File: config.mk
export PLATFORM = sky130hd
export DESIGN_NAME = packet_interface
export DESIGN_NICKNAME = d
export VERILOG_FILES = /design/src/logic/packet_pkg.sv /design/src/logic/rx_decoder.sv /design/src/logic/event_reporter.sv /design/src/logic/tx_link_arbiter.sv /design/src/logic/packet_interface.sv
export SDC_FILE = /design/constraint.sdc
export NUM_CORES = 1
export LEC_CHECK = 0
export ABC_AREA = 1
export BUFFER_PORTS_ARGS = -buffer_cell sky130_fd_sc_hd__buf_4
export CORE_ASPECT_RATIO = 0.5
export CORE_MARGIN = 3
export CORE_UTILIZATION = 30
export CTS_CLUSTER_SIZE = 40
export DETAILED_ROUTE_END_ITERATION = 10
export GPL_ROUTABILITY_DRIVEN = 0
export PLACE_DENSITY = 0.54
export SLEW_MARGIN = 20
export SYNTH_ARGS = -nofsm -noshare
export SYNTH_HDL_FRONTEND = slang
export SYNTH_HIERARCHICAL = 1
export SYNTH_SLANG_ARGS = --single-unit
File: constraint.sdc
create_clock -name clk -period 3.6 [get_ports clk]
set_input_delay 0.18 -clock clk [delete_from_list [all_inputs] [get_ports clk]]
set_output_delay 0.18 -clock clk [all_outputs]
set_load 0.1 [all_outputs]
File: src/logic/packet_pkg.sv
// Host packet interface shared definitions
// Link widths, host opcodes, outgoing message kinds with their header
// bytes, and the structs for input fires and messages to the host
package packet_pkg;

    localparam int BYTE_W = 8;
    localparam int TIME_W = 32;

    // Host opcodes
    // A byte with bit 7 set is an input fire and carries the neuron address
    typedef enum logic [BYTE_W-1:0] {
        OP_NOOP    = 8'h00,
        OP_STEP    = 8'h01,
        OP_METRIC  = 8'h02,
        OP_CLR_ACT = 8'h04
    } opcode_e;

    // Messages to the host
    typedef enum logic [1:0] {
        MSG_TIME,
        MSG_FIRE,
        MSG_METRIC,
        MSG_CLEAR_ACK
    } msg_kind_e;

    // Header byte that opens each message
    localparam logic [BYTE_W-1:0] HDR_TIME      = 8'h01;
    localparam logic [BYTE_W-1:0] HDR_FIRE      = 8'h80;
    localparam logic [BYTE_W-1:0] HDR_METRIC    = 8'h02;
    localparam logic [BYTE_W-1:0] HDR_CLEAR_ACK = 8'h0C;

    // Payload is filled from the low end and sent most significant byte first
    //   MSG_TIME      all four bytes
    //   MSG_FIRE      low byte only
    //   MSG_METRIC    bits 15:8 address, bits 7:0 value
    //   MSG_CLEAR_ACK no payload
    typedef struct packed {
        msg_kind_e         kind;
        logic [TIME_W-1:0] payload;
    } tx_msg_t;

    // Input fire handed to the core
    typedef struct packed {
        logic [BYTE_W-1:0] addr;
        logic [BYTE_W-1:0] value;
    } fire_t;

endpackage

File: src/logic/rx_decoder.sv
// Receive decoder
// Parses host packets one byte at a time and turns them into core
// requests (input fire, step, metric read, activity clear). Builds the
// metric reply and the clear acknowledge for the transmit link.
module rx_decoder (
    input  logic                          clk,
    input  logic                          reset,

    input  logic [packet_pkg::BYTE_W-1:0] rx_data,
    input  logic                          rx_valid,
    output logic                          rx_ready,

    output packet_pkg::fire_t             fire,
    output logic                          fire_valid,
    input  logic                          fire_ready,

    output logic [packet_pkg::BYTE_W-1:0] step_count,
    output logic                          step_valid,
    input  logic                          step_ready,

    output logic [packet_pkg::BYTE_W-1:0] metric_addr,
    output logic                          metric_req_valid,
    input  logic                          metric_req_ready,
    input  logic [packet_pkg::BYTE_W-1:0] metric_value,
    input  logic                          metric_resp_valid,

    output logic                          clear_act,
    input  logic                          clear_done,

    output packet_pkg::tx_msg_t           rx_msg,
    output logic                          rx_msg_valid,
    input  logic                          rx_msg_ready
);
    import packet_pkg::*;

    typedef enum logic [2:0] {
        RX_IDLE,
        RX_OPERAND,
        RX_FIRE_OUT,
        RX_STEP_OUT,
        RX_METRIC_REQ,
        RX_METRIC_WAIT,
        RX_CLEAR,
        RX_REPLY
    } rx_state_e;

    rx_state_e         state;
    logic [BYTE_W-1:0] opcode_q;
    logic [BYTE_W-1:0] operand_q;
    logic [BYTE_W-1:0] value_q;
    msg_kind_e         reply_kind;
    logic              rx_take;
    logic              metric_capture;

    assign rx_take = rx_valid && rx_ready;

    // Core may answer in the same cycle it takes the request
    assign metric_capture = metric_resp_valid &&
                            ((state == RX_METRIC_WAIT) ||
                             (state == RX_METRIC_REQ && metric_req_ready));

    always_ff @(posedge clk) begin
        if (reset) begin
            state <= RX_IDLE;
        end else begin
            case (state)
                RX_IDLE: begin
                    if (rx_take) begin
                        if (rx_data[7]) begin
                            state <= RX_OPERAND;
                        end else begin
                            case (rx_data)
                                OP_STEP,
                                OP_METRIC:  state <= RX_OPERAND;
                                OP_CLR_ACT: state <= RX_CLEAR;
                                OP_NOOP:    state <= RX_IDLE;
                                // Unknown opcodes are dropped
                                default:    state <= RX_IDLE;
                            endcase
                        end
                    end
                end
                RX_OPERAND: begin
                    if (rx_take) begin
                        if (opcode_q[7]) begin
                            state <= RX_FIRE_OUT;
                        end else if (opcode_q == OP_STEP) begin
                            state <= RX_STEP_OUT;
                        end else begin
                            state <= RX_METRIC_REQ;
                        end
                    end
                end
                RX_FIRE_OUT: begin
                    if (fire_ready) begin
                        state <= RX_IDLE;
                    end
                end
                RX_STEP_OUT: begin
                    if (step_ready) begin
                        state <= RX_IDLE;
                    end
                end
                RX_METRIC_REQ: begin
                    if (metric_req_ready) begin
                        state <= metric_resp_valid ? RX_REPLY : RX_METRIC_WAIT;
                    end
                end
                RX_METRIC_WAIT: begin
                    if (metric_resp_valid) begin
                        state <= RX_REPLY;
                    end
                end
                RX_CLEAR: begin
                    if (clear_done) begin
                        state <= RX_REPLY;
                    end
                end
                RX_REPLY: begin
                    if (rx_msg_ready) begin
                        state <= RX_IDLE;
                    end
                end
                default: state <= RX_IDLE;
            endcase
        end
    end

    always_ff @(posedge clk) begin
        if (state == RX_IDLE && rx_take) begin
            opcode_q <= rx_data;
        end
        if (state == RX_OPERAND && rx_take) begin
            operand_q <= rx_data;
        end
        if (metric_capture) begin
            value_q <= metric_value;
        end
        if (state == RX_METRIC_REQ) begin
            reply_kind <= MSG_METRIC;
        end else if (state == RX_CLEAR) begin
            reply_kind <= MSG_CLEAR_ACK;
        end
    end

    assign rx_ready = (state == RX_IDLE) || (state == RX_OPERAND);

    // Fire address is the low seven bits of the opcode byte
    assign fire.addr  = {1'b0, opcode_q[6:0]};
    assign fire.value = operand_q;
    assign fire_valid = (state == RX_FIRE_OUT);

    assign step_count = operand_q;
    assign step_valid = (state == RX_STEP_OUT);

    assign metric_addr      = operand_q;
    assign metric_req_valid = (state == RX_METRIC_REQ);

    assign clear_act = (state == RX_CLEAR);

    assign rx_msg.kind    = reply_kind;
    assign rx_msg.payload = {{(TIME_W - 2 * BYTE_W){1'b0}}, operand_q, value_q};
    assign rx_msg_valid   = (state == RX_REPLY);

endmodule

File: src/logic/event_reporter.sv
// Core event reporter
// Buffers one time update and one output fire from the core and offers
// them to the transmit link as messages, time report first
module event_reporter (
    input  logic                          clk,
    input  logic                          reset,

    input  logic [packet_pkg::BYTE_W-1:0] out_fire_addr,
    input  logic                          out_fire_valid,
    output logic                          out_fire_ready,

    input  logic [packet_pkg::TIME_W-1:0] time_current,
    input  logic                          time_update,
    output logic                          time_ready,

    output packet_pkg::tx_msg_t           ev_msg,
    output logic                          ev_msg_valid,
    input  logic                          ev_msg_ready
);
    import packet_pkg::*;

    logic              time_pend;
    logic              fire_pend;
    logic [TIME_W-1:0] time_q;
    logic [BYTE_W-1:0] fire_addr_q;
    logic              held;
    logic              held_fire;
    logic              show_fire;
    logic              ev_take;

    assign time_ready     = !time_pend;
    assign out_fire_ready = !fire_pend;

    // An offer that was not taken keeps its kind until the transfer
    assign show_fire    = held ? held_fire : !time_pend;
    assign ev_msg_valid = time_pend || fire_pend;
    assign ev_take      = ev_msg_valid && ev_msg_ready;

    assign ev_msg.kind    = show_fire ? MSG_FIRE : MSG_TIME;
    assign ev_msg.payload = show_fire ? {{(TIME_W - BYTE_W){1'b0}}, fire_addr_q} : time_q;

    always_ff @(posedge clk) begin
        if (reset) begin
            time_pend <= 1'b0;
            fire_pend <= 1'b0;
            held      <= 1'b0;
            held_fire <= 1'b0;
        end else begin
            if (time_update && time_ready) begin
                time_pend <= 1'b1;
            end else if (ev_take && !show_fire) begin
                time_pend <= 1'b0;
            end
            if (out_fire_valid && out_fire_ready) begin
                fire_pend <= 1'b1;
            end else if (ev_take && show_fire) begin
                fire_pend <= 1'b0;
            end
            held      <= ev_msg_valid && !ev_msg_ready;
            held_fire <= show_fire;
        end
    end

    // Snapshot of network time and fire address at acceptance
    always_ff @(posedge clk) begin
        if (time_update && time_ready) begin
            time_q <= time_current;
        end
        if (out_fire_valid && out_fire_ready) begin
            fire_addr_q <= out_fire_addr;
        end
    end

endmodule

File: src/logic/tx_link_arbiter.sv
// Transmit link arbiter
// Grants the host transmit link to the event reporter ahead of the
// receive decoder, latches the winning message and serializes it as a
// header byte followed by its payload bytes, most significant first
module tx_link_arbiter (
    input  logic                          clk,
    input  logic                          reset,

    input  packet_pkg::tx_msg_t           rx_msg,
    input  logic                          rx_msg_valid,
    output logic                          rx_msg_ready,

    input  packet_pkg::tx_msg_t           ev_msg,
    input  logic                          ev_msg_valid,
    output logic                          ev_msg_ready,

    output logic [packet_pkg::BYTE_W-1:0] tx_data,
    output logic                          tx_valid,
    input  logic                          tx_ready
);
    import packet_pkg::*;

    logic       busy;
    tx_msg_t    msg_q;
    logic [2:0] byte_idx;
    logic [2:0] last_idx;
    logic [2:0] remaining;
    logic       ev_take;
    logic       rx_take;
    logic       tx_take;

    function automatic logic [2:0] payload_bytes(msg_kind_e kind);
        case (kind)
            MSG_TIME:   payload_bytes = 3'd4;
            MSG_FIRE:   payload_bytes = 3'd1;
            MSG_METRIC: payload_bytes = 3'd2;
            default:    payload_bytes = 3'd0;
        endcase
    endfunction

    function automatic logic [BYTE_W-1:0] header_byte(msg_kind_e kind);
        case (kind)
            MSG_TIME:   header_byte = HDR_TIME;
            MSG_FIRE:   header_byte = HDR_FIRE;
            MSG_METRIC: header_byte = HDR_METRIC;
            default:    header_byte = HDR_CLEAR_ACK;
        endcase
    endfunction

    // Reporter wins, which keeps time and fires ahead of replies
    assign ev_msg_ready = !busy;
    assign rx_msg_ready = !busy && !ev_msg_valid;

    assign ev_take = ev_msg_valid && ev_msg_ready;
    assign rx_take = rx_msg_valid && rx_msg_ready;

    assign tx_valid = busy;
    assign tx_take  = tx_valid && tx_ready;

    // Byte 0 is the header, byte k of n is payload byte n-k
    assign last_idx  = payload_bytes(msg_q.kind);
    assign remaining = last_idx - byte_idx;

    assign tx_data = (byte_idx == 3'd0) ? header_byte(msg_q.kind) :
                     msg_q.payload[{remaining[1:0], 3'b000} +: BYTE_W];

    always_ff @(posedge clk) begin
        if (reset) begin
            busy     <= 1'b0;
            byte_idx <= 3'd0;
        end else if (!busy) begin
            byte_idx <= 3'd0;
            if (ev_take || rx_take) begin
                busy <= 1'b1;
            end
        end else if (tx_take) begin
            if (byte_idx == last_idx) begin
                busy <= 1'b0;
            end else begin
                byte_idx <= byte_idx + 3'd1;
            end
        end
    end

    always_ff @(posedge clk) begin
        if (ev_take) begin
            msg_q <= ev_msg;
        end else if (rx_take) begin
            msg_q <= rx_msg;
        end
    end

endmodule

File: src/logic/packet_interface.sv
// Host packet interface top level
// Connects the receive decoder and the event reporter, the two message
// sources, to the transmit link arbiter that drives the host byte stream
module packet_interface (
    input  logic                          clk,
    input  logic                          reset,

    // Host receive and transmit byte streams
    input  logic [packet_pkg::BYTE_W-1:0] rx_data,
    input  logic                          rx_valid,
    output logic                          rx_ready,
    output logic [packet_pkg::BYTE_W-1:0] tx_data,
    output logic                          tx_valid,
    input  logic                          tx_ready,

    // Requests to the core
    output packet_pkg::fire_t             fire,
    output logic                          fire_valid,
    input  logic                          fire_ready,
    output logic [packet_pkg::BYTE_W-1:0] step_count,
    output logic                          step_valid,
    input  logic                          step_ready,
    output logic [packet_pkg::BYTE_W-1:0] metric_addr,
    output logic                          metric_req_valid,
    input  logic                          metric_req_ready,
    input  logic [packet_pkg::BYTE_W-1:0] metric_value,
    input  logic                          metric_resp_valid,
    output logic                          clear_act,
    input  logic                          clear_done,

    // Events from the core
    input  logic [packet_pkg::BYTE_W-1:0] out_fire_addr,
    input  logic                          out_fire_valid,
    output logic                          out_fire_ready,
    input  logic [packet_pkg::TIME_W-1:0] time_current,
    input  logic                          time_update,
    output logic                          time_ready
);
    import packet_pkg::*;

    tx_msg_t rx_msg;
    logic    rx_msg_valid;
    logic    rx_msg_ready;
    tx_msg_t ev_msg;
    logic    ev_msg_valid;
    logic    ev_msg_ready;

    rx_decoder u_rx_decoder (
        .clk               (clk),
        .reset             (reset),
        .rx_data           (rx_data),
        .rx_valid          (rx_valid),
        .rx_ready          (rx_ready),
        .fire              (fire),
        .fire_valid        (fire_valid),
        .fire_ready        (fire_ready),
        .step_count        (step_count),
        .step_valid        (step_valid),
        .step_ready        (step_ready),
        .metric_addr       (metric_addr),
        .metric_req_valid  (metric_req_valid),
        .metric_req_ready  (metric_req_ready),
        .metric_value      (metric_value),
        .metric_resp_valid (metric_resp_valid),
        .clear_act         (clear_act),
        .clear_done        (clear_done),
        .rx_msg            (rx_msg),
        .rx_msg_valid      (rx_msg_valid),
        .rx_msg_ready      (rx_msg_ready)
    );

    event_reporter u_event_reporter (
        .clk            (clk),
        .reset          (reset),
        .out_fire_addr  (out_fire_addr),
        .out_fire_valid (out_fire_valid),
        .out_fire_ready (out_fire_ready),
        .time_current   (time_current),
        .time_update    (time_update),
        .time_ready     (time_ready),
        .ev_msg         (ev_msg),
        .ev_msg_valid   (ev_msg_valid),
        .ev_msg_ready   (ev_msg_ready)
    );

    tx_link_arbiter u_tx_link_arbiter (
        .clk          (clk),
        .reset        (reset),
        .rx_msg       (rx_msg),
        .rx_msg_valid (rx_msg_valid),
        .rx_msg_ready (rx_msg_ready),
        .ev_msg       (ev_msg),
        .ev_msg_valid (ev_msg_valid),
        .ev_msg_ready (ev_msg_ready),
        .tx_data      (tx_data),
        .tx_valid     (tx_valid),
        .tx_ready     (tx_ready)
    );

endmodule

---- Word-level counts from Yosys, hierarchy flattened ----
Index checks and enable logic that the tools add are counted.
word-level totals
  output and inout port bits .............. 48
  logic and storage cells ................. 105
  bits in registers ....................... 110
  bits of input ports ..................... 67
operators by class
  bitwise logic cells ..................... 2
  shift-type cells ........................ 1
  multiplexer cells ....................... 30
  add/sub/neg operators ................... 2
  reduce and logical (&&, ||, !) cells .... 33
  equality and inequality tests ........... 22
operators by type and width
  cell                  number
  $mux W34              2
  $mux W3               11
  $mux W32              1
  $shiftx A32 B6 Y8     1
  $pmux W3 S8           1
  $pmux W8 S3           1
  $eq A8 B1 Y1 const B  2
  $logic_and A1 B1 Y1   14
  $eq A3 B3 Y1 const B  4
  $ne A2 B1 Y1 const B  6
  $mux W1               10
  $pmux W3 S3           1
  $eq A8 B2 Y1 const B  1
  $eq A8 B3 Y1 const B  1
  $mux W8               1
  $reduce_and A8 Y1     1
  $eq A3 B2 Y1 const B  2
  $logic_not A3 Y1      2
  $pmux W3 S2           1
  $reduce_bool A2 Y1    3
  $logic_not A1 Y1      5
  $logic_or A1 B1 Y1    4
  $ne A2 B2 Y1 const B  2
  $reduce_or A2 Y1      2
  10 further kinds      11

---- Logic depth before layout (Yosys ltp) ----
  word-level depth ........................ 7
  gate-level depth with buffers ........... 11
  gate-level depth less buffers ........... 11

---- Modules after synthesis ----
Netlist, hierarchy kept.
by module, submodules not included
  module           cells an instance  instances  area an instance (um^2)  sequential area each (um^2)
  tx_link_arbiter  192                1          2142.1                   1101.1
  event_reporter   145                1          1692.9                   1281.2
  rx_decoder       189                1          1669.1                   800.8

---- Worst setup path before layout ----
No wires, ideal clock.
  kind .................................... flip-flop to flip-flop
  start point ............................. register u_tx_link_arbiter.busy (netlist: u_tx_link_arbiter/tx_valid)
  end point ............................... register u_tx_link_arbiter/msg_q[0] (netlist bit) (enable)
  clock period less this slack ............ 2.960 ns
  path buffers ............................ 0
  library setup time ...................... 0.437 ns
  stages on the path, launching flop included .. 2
  data required time ...................... 3.163 ns
  data arrival time ....................... 2.523 ns
  slack ................................... 0.640 ns
  cells stage by stage .................... dfxtp_1 -> a21oi_1
between the ends
  word-level cells in the longest chain between the ends .. 4
  elaborated cells on any way between the ends .. 5
  those cells by class .................... reduce/logical (5)
RTL lines
  item                              line                                          text
  start: declaration                tx_link_arbiter.sv:23                         logic busy;
  start signal: assignment          tx_link_arbiter.sv:69                         busy <= 1'b0;
  start signal: assignment          tx_link_arbiter.sv:74                         busy <= 1'b1;
  start signal: assignment          tx_link_arbiter.sv:78                         busy <= 1'b0;
  $logic_not A1 Y1 (*)              tx_link_arbiter.sv:51, tx_link_arbiter.sv:52
  $logic_and A1 B1 Y1               tx_link_arbiter.sv:52                         assign rx_msg_ready = !busy && !ev_msg_valid;
  $logic_and A1 B1 Y1               tx_link_arbiter.sv:55                         assign rx_take = rx_msg_valid && rx_msg_ready;
  $reduce_bool A2 Y1 (no line) (*)  n/a
  end signal: assignment            tx_link_arbiter.sv:87                         msg_q <= ev_msg;
  end signal: assignment            tx_link_arbiter.sv:89                         msg_q <= rx_msg;
  end: declaration                  tx_link_arbiter.sv:24                         tx_msg_t msg_q;
Every way passes the cells marked *; elsewhere a longest branch is shown, timed or not.
A chain may end at the register's enable or synchronous reset.

---- Worst setup path in the final report ----
  start point ............................. register u_tx_link_arbiter/msg_q[33] (netlist bit)
  end point ............................... output tx_data[4] (netlist bit)
between the ends
  word-level cells in the longest chain between the ends .. 5
  elaborated cells on any way between the ends .. 7
  those cells by class .................... add/sub (1); eq/ne (2); shift (1); mux (2); reduce/logical (1)
RTL lines
  item                                        line                    text
  $eq A2 B2 Y1, or another cell as far along  tx_link_arbiter.sv:33   case (kind)
  $pmux W3 S3 (*)                             tx_link_arbiter.sv:33
  $sub A2 B2 Y2 (*)                           tx_link_arbiter.sv:62   assign remaining = last_idx - byte_idx;
  $shiftx A32 B6 Y8 (*)                       tx_link_arbiter.sv:65   msg_q.payload[{remaining[1:0], 3'b000} +: BYTE_W];
  $mux W8 (*)                                 tx_link_arbiter.sv:64   assign tx_data = (byte_idx == 3'd0) ? header_byte(msg_q.kind) :
  end: declaration                            packet_interface.sv:12  output logic [packet_pkg::BYTE_W-1:0] tx_data,
Marked as above.

==> flow_metrics.env <==
export IMPL_cts_resized=0
export IMPL_wirelength_um=12000
export IMPL_syn_to_final_growth_pct=25.9
export IMPL_power_mw=4.17
export IMPL_vias=3656
export IMPL_clock_skew_final_ns=0.00817
export IMPL_ir_drop_v=0.000570
export IMPL_hold_slack_ns=0.0146
export IMPL_final_cell_mix="buf_4 (116), nand2_1 (104), edfxtp_1 (98), inv_1 (69), nor2_1 (63)"
export IMPL_max_freq_ghz=0.346
export IMPL_rsz0062_at_grt="no"
export IMPL_outcome="finished, final reports clean"
export IMPL_ctsHtreeMaxLevel=3
export IMPL_finalHoldViolCount=0
export IMPL_layout_commonest_cell="buf_4"
export IMPL_regArea_um2=3180
export IMPL_setup_viol=0
export IMPL_avgViaCountPerCell=4.14
export IMPL_period_needed_ns=2.89
export IMPL_grt_first_pass_wirelength_um=18200
export IMPL_start_kind="flop"
export IMPL_nets=715
export IMPL_clock_sinks=110
export IMPL_first_iter_violations=191
export IMPL_worstMarginPinSlew_ns=0.996
export IMPL_yosysTopAreaCell="edfxtp_1"
export IMPL_synthesis_area_um2=5500
export IMPL_synth_top_area_frac=0.535
export IMPL_critPathCaptureType="output pin"
export IMPL_drive_gt1_frac=0.294
export IMPL_antenna_found_initial=0
export IMPL_maxCapViolCount=0
export IMPL_synthCells=526
export IMPL_grt_use_total=0.118
export IMPL_root_buffer="clkbuf_16"
export IMPL_drt_first_pass_iters=4
export IMPL_dieHeight_um=102
export IMPL_core_area_um2=17700
export IMPL_cts_path_max_buffers=2
export IMPL_dieArea_um2=20100
export IMPL_wire_per_inst_um=13.6
export IMPL_ant_nets=0
export IMPL_fin_crit_sh=0.803
export IMPL_ys_ff_latch=110
export IMPL_final_max_slew_viol_count=0
export IMPL_antenna_cells=0
export IMPL_initial_core_util=0.312
export IMPL_fin_tns_setup_ns=0
export IMPL_clk_pin_slew_ns=0.07
export IMPL_critical_path_arrival_ns=2.71
export IMPL_multi_input_comb_area_um2=1640
export IMPL_post_route_drc_count=0
export IMPL_boundaryPins=115
export IMPL_worst_endpoint_required_ns=3.42
export IMPL_core_rowCount=34
export IMPL_yosysSeqAreaShare=0.578
export IMPL_hold_path_class="primary input to flop"
export IMPL_cts_tree="built"
export IMPL_yosysUniqueCellTypes=32
export IMPL_place_hpwl_um=8630
export IMPL_criticalPathCategory="flop to output pin"
export IMPL_slew_headroom=0.336
export IMPL_nFillCells=1696
export IMPL_grt_pass1_vias=3519
export IMPL_synth_area_leaders="edfxtp_1 (53%), buf_4 (7.2%), nand2_1 (7.1%)"
export IMPL_die_w_um=198
export IMPL_clk_latency_ns=0.35
export IMPL_synth_avg_cell_area_um2=10.5
export IMPL_grt_start_max_net_pins=35
export IMPL_cts_made_buffers=9
export IMPL_grt_overflow_total=0
export IMPL_power_density_nw_per_um2=601
export IMPL_cp_max_fo=17
export IMPL_port_buffers=113
export IMPL_p_leak_nw=3.09
export IMPL_ys_warn_count=6
-- worst paths after layout --
| check | startpoint | to | slack, ns | depth (start not counted) |
|---|---|---|---|---|
| max | u_tx_link_arbiter/msg_q[33]$_DFFE_PP_ | tx_data[4] | 0.71 | 9 |
| min | metric_value[3] | u_rx_decoder/value_q[3]$_DFFE_PP_ | 0.01 | 1 |
| max reg2reg | u_tx_link_arbiter/msg_q[33]$_DFFE_PP_ | u_tx_link_arbiter/byte_idx[2]$_SDFFE_PP0P_ | 1.16 | 8 |
| min reg2reg | u_event_reporter/fire_pend$_SDFFE_PP0P_ | u_event_reporter/fire_pend$_SDFFE_PP0P_ | 0.49 | 2 |
-- registers in the layout (all words and copies together), names as in the netlist, 3 cells and up --
| name | flops |
|---|---|
| u_tx_link_arbiter/byte_idx | 3 |
| u_rx_decoder/value_q | 8 |
| u_event_reporter/time_q | 32 |
| u_event_reporter/fire_addr_q | 8 |
| u_tx_link_arbiter/msg_q | 34 |
| u_rx_decoder/metric_addr | 8 |
| u_rx_decoder/opcode_q | 8 |
| u_rx_decoder/state | 3 |
-- critical path: stages, from the launching register on --
cell and delay (ns):
edfxtp_1 0.49, inv_1 0.12, nand2_1 0.07, ha_1 0.77, inv_1 0.31, nand2_1 0.13, nand2_1 0.06, o21ai_1 0.13
nor2_1 0.06, buf_4 0.23
-- synthesized netlist by cell type, drive strengths merged --
library cell,n
a21oi,10
a31oi,1
buf,61
conb,3
dfxtp,12
edfxtp,98
ha,3
inv,74
mux2,34
mux2i,10
nand2,114
nand3,21
nand3b,1
nand4,3
nor2,69
nor3,4
o21ai,7
o21bai,1
-- report_power, final --
| part | switching (mW) | total (mW) | internal, mW | leakage, nW |
|---|---|---|---|---|
| clock | 0.452 | 0.999 | 0.547 | 0.146 |
| combinational | 1.06 | 1.46 | 0.395 | 1.92 |
| sequential | 0.125 | 1.71 | 1.59 | 1.03 |
| total | 1.64 | 4.17 | 2.53 | 3.09 |
-- metrics by stage --
step                      setup WS (ns)  utilization  instances  cell area (um2)
after global routing              0.517        0.393        884             6930
after global placement             1.22        0.354        831             6260
after floorplan                   0.640            -        542             5560
after detailed placement           1.06        0.354        831             6260
final                             0.710        0.393        884             6930
after CTS                         0.661        0.379        861             6700
-- repair_timing --
item / in CTS / in global routing
hold endpoints to repair: 14 / 23
hold buffers: 14 / 23
buffers inserted: 0 / 0
-- cell families after synthesis --
| kind of cell | share of synthesized area |
|---|---|
| AOI/OAI and AO/OA | 0.0193 |
| adders and majority gates | 0.00682 |
| buffers and inverters | 0.138 |
| DFF | 0.578 |
| muxes | 0.0877 |
| other | 0.00205 |
| and+or+nand+nor | 0.167 |
-- area by class of cell --
| class | count | area share |
|---|---|---|
| repair buffers | 153 | 0.179 |
| inverters | 74 | 0.0404 |
| clock inverters | 6 | 0.00993 |
| multi-input cells | 297 | 0.236 |
| clock buffers | 10 | 0.0330 |
| well taps | 234 | 0.0422 |
| flip-flops and latches | 110 | 0.459 |
-- routing by layer --
| metal | global-route usage | wire [um] |
|---|---|---|
| met5 | 0 | 0 |
| met3 | 0.0316 | 584 |
| met4 | 0.0244 | 97 |
| met1 | 0.163 | 5790 |
| met2 | 0.191 | 5550 |
No activity file was read; power rests on OpenSTA's default activity.
